`config.mk`:
```
export PLATFORM = sky130hd
export DESIGN_NAME = dmem_subsys_top
export DESIGN_NICKNAME = d
export VERILOG_FILES = /design/src/dmem_pkg.sv /design/src/dcache_direct.sv /design/src/dmem_cache_bridge.sv /design/src/dmem_subsys_top.sv /design/src/io_regs.sv
export VERILOG_INCLUDE_DIRS = /design/src /design/src/include
export SDC_FILE = /design/constraint.sdc
export NUM_CORES = 2
export LEC_CHECK = 0
export ABC_CLOCK_PERIOD_IN_PS = 7300
export BUFFER_PORTS_ARGS = -buffer_cell sky130_fd_sc_hd__buf_2
export CELL_PAD_IN_SITES_DETAIL_PLACEMENT = 1
export CELL_PAD_IN_SITES_GLOBAL_PLACEMENT = 1
export CORE_MARGIN = 3
export CORE_UTILIZATION = 53
export DETAILED_ROUTE_END_ITERATION = 12
export PLACE_DENSITY = 0.79
export SKIP_LAST_GASP = 1
export SLEW_MARGIN = 10
export SYNTH_ARGS = -nofsm -noshare
export SYNTH_HDL_FRONTEND = slang
export SYNTH_SLANG_ARGS = --single-unit
```
`constraint.sdc`:
```
create_clock -name clk -period 7.3 [get_ports clk]
set_input_delay 1.095 -clock clk [delete_from_list [all_inputs] [get_ports clk]]
set_output_delay 1.095 -clock clk [all_outputs]
set_load 0.03 [all_outputs]
```
`src/include/dcache_macros.svh`:
```
`ifndef DCACHE_MACROS_SVH
`define DCACHE_MACROS_SVH

// Cache line index bits, 16 lines by default
`define DC_INDEX_BITS 4

// Word offset bits inside one line, 4 words per line
`define DC_OFFSET_BITS 2

// I/O register index bits, 8 registers
`define IO_REG_BITS 3

// Timeout budget per operation for the testbench, in clock cycles
`define DC_TB_CYCLES_PER_OP 40

`endif

```
`src/dmem_pkg.sv`:
```
`include "dcache_macros.svh"

package dmem_pkg;

  // Tag takes whatever is left below the I/O flag
  localparam int DC_TAG_BITS = 31 - `DC_INDEX_BITS - `DC_OFFSET_BITS - 2;

  // Cache view of a data address
  typedef struct packed {
    logic                       io;
    logic [DC_TAG_BITS-1:0]     tag;
    logic [`DC_INDEX_BITS-1:0]  index;
    logic [`DC_OFFSET_BITS-1:0] word;
    logic [1:0]                 byte_off;
  } cache_addr_t;

  // I/O view of the same address
  typedef struct packed {
    logic                    io;
    logic [28-`IO_REG_BITS:0] unused;
    logic [`IO_REG_BITS-1:0] reg_idx;
    logic [1:0]              byte_off;
  } io_addr_t;

  // Bit 31 is the io flag in both views
  typedef union packed {
    cache_addr_t cache;
    io_addr_t    io;
  } dmem_addr_u;

  // One store request
  typedef struct packed {
    dmem_addr_u  addr;
    logic [31:0] data;
    logic [3:0]  strb;
  } dmem_wr_t;

  // Wishbone classic master outputs
  typedef struct packed {
    logic        cyc;
    logic        stb;
    logic        we;
    logic [31:0] adr;
    logic [31:0] dat;
    logic [3:0]  sel;
  } wb_m2s_t;

  // Wishbone classic slave outputs, no err or rty
  typedef struct packed {
    logic        ack;
    logic [31:0] dat;
  } wb_s2m_t;

endpackage

```
`src/dcache_direct.sv`:
```
`include "dcache_macros.svh"

module dcache_direct
  import dmem_pkg::*;
(
  input  logic        clk,
  input  logic        rst_n,

  // Read side from the bridge
  input  logic        cache_rd_valid,
  input  dmem_addr_u  cache_rd_addr,
  output logic        cache_rd_ready,
  output logic        cache_rd_hit,
  output logic        cache_rd_data_valid,
  output logic [31:0] cache_rd_data,

  // Write side from the bridge
  input  logic        cache_wr_valid,
  input  dmem_wr_t    cache_wr,
  output logic        cache_wr_ready,

  // Wishbone classic master
  output wb_m2s_t     wb_o,
  input  wb_s2m_t     wb_i
);

  localparam int LINES = 1 << `DC_INDEX_BITS;
  localparam int WORDS = 1 << `DC_OFFSET_BITS;

  localparam logic [1:0] ST_IDLE  = 2'd0;
  localparam logic [1:0] ST_FILL  = 2'd1;
  localparam logic [1:0] ST_WRITE = 2'd2;

  logic [DC_TAG_BITS-1:0]     tag_mem [LINES];
  logic [31:0]                data_mem [LINES][WORDS];
  logic [LINES-1:0]           valid_q;
  logic [1:0]                 state;
  logic [`DC_OFFSET_BITS-1:0] fill_cnt;
  logic                       fill_last;
  logic                       wr_hit;
  logic [31:0]                rd_data_q;
  cache_addr_t                ra;
  cache_addr_t                wa;

  assign ra = cache_rd_addr.cache;
  assign wa = cache_wr.addr.cache;

  // Tag compare, same cycle as the request
  assign cache_rd_hit = valid_q[ra.index] && (tag_mem[ra.index] == ra.tag);
  assign wr_hit       = valid_q[wa.index] && (tag_mem[wa.index] == wa.tag);

  assign cache_rd_ready = (state == ST_IDLE);
  // Store done on the write ack
  assign cache_wr_ready = (state == ST_WRITE) && wb_i.ack;
  assign fill_last      = (state == ST_FILL) && wb_i.ack && (fill_cnt == '1);
  assign cache_rd_data  = rd_data_q;

  // Bus fields follow the state and stay fixed until ack
  // Fill address comes from the bridge, which holds it during the miss
  always_comb begin
    wb_o = '0;
    case (state)
      ST_FILL: begin
        wb_o.cyc = 1'b1;
        wb_o.stb = 1'b1;
        wb_o.we  = 1'b0;
        wb_o.adr = {ra.io, ra.tag, ra.index, fill_cnt, 2'b00};
        wb_o.sel = 4'hF;
      end
      ST_WRITE: begin
        wb_o.cyc = 1'b1;
        wb_o.stb = 1'b1;
        wb_o.we  = 1'b1;
        wb_o.adr = {wa.io, wa.tag, wa.index, wa.word, 2'b00};
        wb_o.dat = cache_wr.data;
        wb_o.sel = cache_wr.strb;
      end
      default: begin
        wb_o = '0;
      end
    endcase
  end

  always_ff @(posedge clk or negedge rst_n) begin
    if (!rst_n) begin
      state               <= ST_IDLE;
      fill_cnt            <= '0;
      valid_q             <= '0;
      cache_rd_data_valid <= 1'b0;
    end else begin
      // Data valid is a single-cycle pulse
      cache_rd_data_valid <= 1'b0;
      case (state)
        ST_IDLE: begin
          // Stores take priority over a miss in the same cycle
          if (cache_wr_valid) begin
            state <= ST_WRITE;
          end else if (cache_rd_valid && !cache_rd_hit) begin
            state    <= ST_FILL;
            fill_cnt <= '0;
          end
          if (cache_rd_valid && cache_rd_hit) begin
            cache_rd_data_valid <= 1'b1;
          end
        end
        ST_FILL: begin
          if (wb_i.ack) begin
            fill_cnt <= fill_cnt + 1'b1;
          end
          // Line complete, word goes out next cycle
          if (fill_last) begin
            state               <= ST_IDLE;
            valid_q[ra.index]   <= 1'b1;
            cache_rd_data_valid <= 1'b1;
          end
        end
        ST_WRITE: begin
          if (wb_i.ack) begin
            state <= ST_IDLE;
          end
        end
        default: begin
          state <= ST_IDLE;
        end
      endcase
    end
  end

  // Tag and data arrays
  always_ff @(posedge clk) begin
    if ((state == ST_IDLE) && cache_rd_valid && cache_rd_hit) begin
      rd_data_q <= data_mem[ra.index][ra.word];
    end
    if ((state == ST_FILL) && wb_i.ack) begin
      data_mem[ra.index][fill_cnt] <= wb_i.dat;
      // Catch the requested word as it passes
      if (fill_cnt == ra.word) begin
        rd_data_q <= wb_i.dat;
      end
      if (fill_last) begin
        tag_mem[ra.index] <= ra.tag;
      end
    end
    // Store hit merges into the line, a miss leaves the cache alone
    if ((state == ST_IDLE) && cache_wr_valid && wr_hit) begin
      for (int b = 0; b < 4; b++) begin
        if (cache_wr.strb[b]) begin
          data_mem[wa.index][wa.word][8*b +: 8] <= cache_wr.data[8*b +: 8];
        end
      end
    end
  end

endmodule

```
`src/dmem_cache_bridge.sv`:
```
module dmem_cache_bridge
  import dmem_pkg::*;
(
  input  logic        clk,
  input  logic        rst_n,

  // CPU load and store port
  input  logic        dmem_ren,
  input  dmem_addr_u  dmem_raddr,
  input  logic        dmem_we,
  input  dmem_wr_t    dmem_wr,
  output logic [31:0] dmem_rdata,
  output logic        dmem_stall,

  // Cache read side
  output logic        cache_rd_valid,
  output dmem_addr_u  cache_rd_addr,
  input  logic        cache_rd_ready,
  input  logic        cache_rd_hit,
  input  logic        cache_rd_data_valid,
  input  logic [31:0] cache_rd_data,

  // Cache write side
  output logic        cache_wr_valid,
  output dmem_wr_t    cache_wr,
  input  logic        cache_wr_ready,

  // I/O register block
  output logic        io_ren,
  output dmem_addr_u  io_raddr,
  output logic        io_wen,
  output dmem_wr_t    io_wr,
  input  logic [31:0] io_rdata
);

  logic       rd_is_io;
  logic       wr_is_io;
  logic       stall_seq;
  logic       rd_fire;
  logic       wr_start;
  logic       miss_inflight;
  logic       miss_returning;
  logic       store_inflight;
  logic       last_io;
  dmem_addr_u rd_addr_q;
  dmem_wr_t   wr_q;

  // Route on address bit 31
  assign rd_is_io = dmem_raddr.io.io;
  assign wr_is_io = dmem_wr.addr.io.io;

  // Registered part of the stall, no path from the CPU request
  assign stall_seq = miss_inflight | miss_returning | store_inflight;

  // Loads go to the cache in the request cycle so hits cost no stall
  assign cache_rd_valid = dmem_ren & ~rd_is_io & ~stall_seq;
  // Address frozen while the fill is running
  assign cache_rd_addr  = miss_inflight ? rd_addr_q : dmem_raddr;
  assign rd_fire        = cache_rd_valid & cache_rd_ready;

  // First store cycle comes straight from the CPU, later cycles from wr_q
  assign wr_start       = dmem_we & ~wr_is_io & ~stall_seq;
  assign cache_wr_valid = wr_start | store_inflight;
  assign cache_wr       = store_inflight ? wr_q : dmem_wr;

  // I/O side never stalls on its own
  assign io_ren   = dmem_ren & rd_is_io & ~stall_seq;
  assign io_raddr = dmem_raddr;
  assign io_wen   = dmem_we & wr_is_io & ~stall_seq;
  assign io_wr    = dmem_wr;

  // A load the cache cannot take yet is held by the CPU
  assign dmem_stall = stall_seq | (cache_rd_valid & ~cache_rd_ready);

  // Cache word while valid, else the result of the last load
  // rd_data in the cache holds its word, so it stays usable after valid drops
  always_comb begin
    if (cache_rd_data_valid || !last_io) begin
      dmem_rdata = cache_rd_data;
    end else begin
      dmem_rdata = io_rdata;
    end
  end

  always_ff @(posedge clk or negedge rst_n) begin
    if (!rst_n) begin
      miss_inflight  <= 1'b0;
      miss_returning <= 1'b0;
      store_inflight <= 1'b0;
      last_io        <= 1'b0;
    end else begin
      // One extra stall cycle after fill data
      miss_returning <= miss_inflight & cache_rd_data_valid;

      if (rd_fire && !cache_rd_hit) begin
        miss_inflight <= 1'b1;
      end else if (cache_rd_data_valid) begin
        miss_inflight <= 1'b0;
      end

      // Stall until the write-through is acked
      if (wr_start && !cache_wr_ready) begin
        store_inflight <= 1'b1;
      end else if (cache_wr_ready) begin
        store_inflight <= 1'b0;
      end

      // Source of the most recent load
      if (io_ren) begin
        last_io <= 1'b1;
      end else if (rd_fire) begin
        last_io <= 1'b0;
      end
    end
  end

  // Request copies, only meaningful while the matching flag is set
  always_ff @(posedge clk) begin
    if (rd_fire) begin
      rd_addr_q <= dmem_raddr;
    end
    if (wr_start) begin
      wr_q <= dmem_wr;
    end
  end

endmodule

```
`src/dmem_subsys_top.sv`:
```
module dmem_subsys_top
  import dmem_pkg::*;
(
  input  logic        clk,
  input  logic        rst_n,

  // CPU data port
  input  logic        dmem_ren,
  input  dmem_addr_u  dmem_raddr,
  input  logic        dmem_we,
  input  dmem_wr_t    dmem_wr,
  output logic [31:0] dmem_rdata,
  output logic        dmem_stall,

  // External memory
  output wb_m2s_t     wb_o,
  input  wb_s2m_t     wb_i
);

  // Bridge to cache
  logic        cache_rd_valid;
  dmem_addr_u  cache_rd_addr;
  logic        cache_rd_ready;
  logic        cache_rd_hit;
  logic        cache_rd_data_valid;
  logic [31:0] cache_rd_data;
  logic        cache_wr_valid;
  dmem_wr_t    cache_wr;
  logic        cache_wr_ready;

  // Bridge to I/O
  logic        io_ren;
  dmem_addr_u  io_raddr;
  logic        io_wen;
  dmem_wr_t    io_wr;
  logic [31:0] io_rdata;

  dmem_cache_bridge i_bridge (
    .clk                (clk),
    .rst_n              (rst_n),
    .dmem_ren           (dmem_ren),
    .dmem_raddr         (dmem_raddr),
    .dmem_we            (dmem_we),
    .dmem_wr            (dmem_wr),
    .dmem_rdata         (dmem_rdata),
    .dmem_stall         (dmem_stall),
    .cache_rd_valid     (cache_rd_valid),
    .cache_rd_addr      (cache_rd_addr),
    .cache_rd_ready     (cache_rd_ready),
    .cache_rd_hit       (cache_rd_hit),
    .cache_rd_data_valid(cache_rd_data_valid),
    .cache_rd_data      (cache_rd_data),
    .cache_wr_valid     (cache_wr_valid),
    .cache_wr           (cache_wr),
    .cache_wr_ready     (cache_wr_ready),
    .io_ren             (io_ren),
    .io_raddr           (io_raddr),
    .io_wen             (io_wen),
    .io_wr              (io_wr),
    .io_rdata           (io_rdata)
  );

  dcache_direct i_cache (
    .clk                (clk),
    .rst_n              (rst_n),
    .cache_rd_valid     (cache_rd_valid),
    .cache_rd_addr      (cache_rd_addr),
    .cache_rd_ready     (cache_rd_ready),
    .cache_rd_hit       (cache_rd_hit),
    .cache_rd_data_valid(cache_rd_data_valid),
    .cache_rd_data      (cache_rd_data),
    .cache_wr_valid     (cache_wr_valid),
    .cache_wr           (cache_wr),
    .cache_wr_ready     (cache_wr_ready),
    .wb_o               (wb_o),
    .wb_i               (wb_i)
  );

  io_regs i_io (
    .clk     (clk),
    .rst_n   (rst_n),
    .io_ren  (io_ren),
    .io_raddr(io_raddr),
    .io_wen  (io_wen),
    .io_wr   (io_wr),
    .io_rdata(io_rdata)
  );

endmodule

```
`src/io_regs.sv`:
```
`include "dcache_macros.svh"

module io_regs
  import dmem_pkg::*;
(
  input  logic        clk,
  input  logic        rst_n,
  input  logic        io_ren,
  input  dmem_addr_u  io_raddr,
  input  logic        io_wen,
  input  dmem_wr_t    io_wr,
  output logic [31:0] io_rdata
);

  localparam int NREGS = 1 << `IO_REG_BITS;

  logic [31:0] regs [NREGS];
  io_addr_t    ra;
  io_addr_t    wa;

  // Only the register index and byte offset matter here
  assign ra = io_raddr.io;
  assign wa = io_wr.addr.io;

  // Registers read zero out of reset
  always_ff @(posedge clk or negedge rst_n) begin
    if (!rst_n) begin
      for (int i = 0; i < NREGS; i++) begin
        regs[i] <= '0;
      end
    end else if (io_wen) begin
      for (int b = 0; b < 4; b++) begin
        if (io_wr.strb[b]) begin
          regs[wa.reg_idx][8*b +: 8] <= io_wr.data[8*b +: 8];
        end
      end
    end
  end

  // One-cycle read, held until the next load
  always_ff @(posedge clk) begin
    if (io_ren) begin
      io_rdata <= regs[ra.reg_idx];
    end
  end

endmodule

```
==> flow_summary_export.csv <==
group,metric,value,unit
floorplanning,die_w,484,um
cts,cts.path.max_buffers,4,
global_routing,antenna_found_initial,43,
drt,firstDrtPassIters,6,
setup_path,crit_path_end_kind,"flip-flop",
power,leakage,48.8,nW
global_routing,grt_max_degree,178,
global_routing,grt_pass1_wl,599000,um
setup_path,crit_family,"simple AND/OR/NAND/NOR gates",
cts,cts_max_level,5,
layout,final_common_cell,"edfxtp_1",
placed_design,place_congestion,0.896,
setup_path,crit_buf_inv,2,
layout,drive_above_1_share,23.2,%
placed_design,io_buffers,234,
timing,drv_slew,0,
power,clkPwrFrac,44.9,%
synthesis,yosys_warnings,0,
setup_path,cp_slowest_stage_delay,990,ps
synthesis,synth_top_flop_cell,"edfxtp_1",
cts,numCtsBuffers,309,
cts,clk_latency,1000,ps
synthesis,synth-seq-cells,2857,
layout,utilization,61.3,%
timing,worst_slack,958,ps
power,seq_power_share,52.5,%
drt,routed_via_density,6.87,
floorplanning,rows,174,
placed_design,preCtsSetupSlack,798,ps
floorplanning,io_pins,241,
floorplanning,start_util,53.5,%
setup_path,worst_setup_path_start_kind,"flip-flop",
setup_path,critPathArrivalTime,7220,ps
setup_path,slowest_stage,"nor4_1",
cts,clock-root-buffer,"clkbuf_16",
synthesis,synth.avg_cell_area,14.9,um2
timing,finalHoldViolCount,0,
min_path,hold_path.class,"input port to asynchronous set/reset pin",
timing,rsz0062_at_grt,"no",
power,vdd_drop_max,0.000296,V
setup_path,path_class,"flip-flop to flip-flop",
setup_path,cp-startpoint,"i_bridge.miss_inflight",
cts,cts_tree,"built",
timing,final.setup.tns,0,ps
drt,avgRoutedWirePerCell,35.0,um
timing,fmax,158,MHz
cts,holdBufCountCts,0,
run,cap_violations,0,
power,intPower,26.6,mW
layout,final_cell_mix,"2544 x edfxtp_1, 1419 x nand2_1, 635 x nand3_1",
setup_path,path_cells,"mux2_8, nor2_1, buf_4, a32oi_1, a21oi_1, nor4b_1, nor2_1, nor4_1, nand3_2, buf_4, nor4_1, a221o_1",
setup_path,cp.required,8180,ps
layout,nNetsFinal,8719,
layout,areaGrowthSynthToFinish,14.5,%
synthesis,ys_seq_area_share,69.5,%
placed_design,dp_hpwl,242000,um
timing,report.final.setup_viol,0,
global_routing,first_global_vias,85200,
layout,fillers,20500,
outcome,status,"finished, final reports clean",
global_routing,grt_util_all_layers,34.9,%
power,p_switching,7.20,mW
synthesis,synth_area,0.121,mm2
drt,drtAntennaViolNets,0,
drt,route.detailed.drc,0,
power,p_comb_share,2.6,%
timing,worstMarginPinSlew,1190,ps
power,swShare,21.3,%
setup_path,crit_path_max_fanout,80,
cts,cts_resized,0,
timing,slew_headroom,18.8,%
cts,clock-sinks,2857,
drt,drt-total-wl,414000,um
floorplanning,dieHeight,484,um
power,total_power,33.8,mW
global_routing,overflow,0,
timing,period_minus_slack,6340,ps
timing,fin_skew,80.7,ps
power,pwr_density_cell,244,mW/mm2
cts,path_clk_slew,60,ps
cts,post_cts_buffers,0,
setup_path,r2r_start,"i_bridge.miss_inflight",
floorplanning,die-area,0.234,mm2
synthesis,synthArstFlopShare,9.84,%
synthesis,synthCells,8097,
drt,detail_route.iter0.violations,11600,
synthesis,synth_edf_count,2544,
timing,fin_crit_sh,86.9,%
drt,vias,81200,
floorplanning,core_area,0.226,mm2
synthesis,ys_types,84,
state kept, by name, indices dropped and copies added (netlist names), 2 cells and up:
register and cells:
i_cache.cache_rd_data 32, i_bridge.rd_addr_q 30, i_cache.state 2, i_cache.fill_cnt 2
i_cache.tag_mem 368, i_io.regs 256, i_bridge.wr_q 66, i_cache.valid_q 16
i_cache.data_mem 2048, i_io.io_rdata 32
path summary, 6_finish.rpt:
check	slack (ps)	to	depth (start not counted)
max in group asynchronous	5440	i_bridge.miss_inflight	2
worst max register to register	960	i_cache.cache_rd_data[1]	12
worst min register to register	490	i_bridge.last_io	1
min in group clk	320	i_bridge.wr_q[63]	1
worst min-delay path	180	i_io.regs[19]	1
worst max-delay path	960	i_cache.cache_rd_data[1]	12
power groups by stage:
stage / clock (mW) / sequential [mW] / combinational, mW
3_5_place_dp: 0 / 18.1 / 0.856
5_1_grt: 15.9 / 17.8 / 0.921
6_report: 15.2 / 17.8 / 0.888
2_1_floorplan: 0 / 18.1 / 0.390
3_3_place_gp: 0 / 18.1 / 0.814
4_1_cts: 15.2 / 17.8 / 0.866
through the flow:
stage               std cells  hold slack (ps)  cell area, um2
floorplan                8098              442          121000
CTS                     11800              170          138000
global route            11800              197          138000
finish                  11800              181          139000
global placement        11300              459          129000
detailed placement      11300              479          129000
Yosys cell counts (all sizes together) (8+ instances only):
library cell | instances | share of area [%]
edfxtp | 2544 | 63
nand2 | 1420 | 4.4
nand3 | 645 | 2.7
a21oi | 398 | 1.8
mux4 | 373 | 6.9
mux2 | 363 | 3.4
clkbuf | 326 | 1.0
mux2i | 325 | 2.7
dfrtp | 281 | 5.8
buf | 231 | 1.0
a22oi | 130 | 0.81
nor2 | 111 | 0.35
o21ai | 86 | 0.36
and3 | 81 | 0.42
nor2b | 73 | 0.38
a311oi | 69 | 0.50
inv | 59 | 0.18
a31oi | 58 | 0.30
xnor2 | 38 | 0.28
a32oi | 36 | 0.26
o22ai | 35 | 0.18
nor4 | 33 | 0.20
dfxtp | 32 | 0.53
o221ai | 32 | 0.23
a22o | 28 | 0.20
nand2b | 23 | 0.12
nor3 | 22 | 0.091
a221o | 18 | 0.15
a21boi | 17 | 0.11
a2111oi | 16 | 0.12
a211o | 16 | 0.12
nand4 | 16 | 0.083
or2 | 16 | 0.083
xor2 | 13 | 0.094
and2 | 11 | 0.057
a32o | 10 | 0.083
o211ai | 8 | 0.050
or4 | 8 | 0.050
metal layers:
layer	global-route usage [%]	part of all wire, %	up-vias
li1	-	-	32100
met1	45.8	36	41700
met2	54.4	47	6013
met3	9.69	12	1350
met4	16.2	5.2	42
met5	0	0.086	-
cells by family (layout without fill, tap and decap cells):
family                     after synthesis  after routing  share of synthesized area [%]
xor gates and xnor gates                51             51                          0.369
AOI/OAI and AO/OA                     1013           1013                           5.63
muxes                                 1061           1061                           13.1
and+or+nand+nor                       2491           2491                           9.15
adders and majority gates                7              7                         0.0724
other                                    1             28                        0.00310
DFF                                   2857           2857                           69.5
buffers and inverters                  616           1321                           2.22
area by class of cell:
| class | instances | area, um2 | area share [%] |
|---|---|---|---|
| well taps | 2992 | 3740 | 2.70 |
| flip-flops and latches | 2857 | 84100 | 60.7 |
| clock buffers | 387 | 8210 | 5.93 |
| repair buffers | 723 | 5740 | 4.15 |
| clock inverters | 152 | 1270 | 0.915 |
| inverters | 59 | 221 | 0.160 |
| diodes | 26 | 65.1 | 0.0470 |
| multi-input cells | 4625 | 35200 | 25.4 |
No activity file was read; power rests on OpenSTA's default activity.
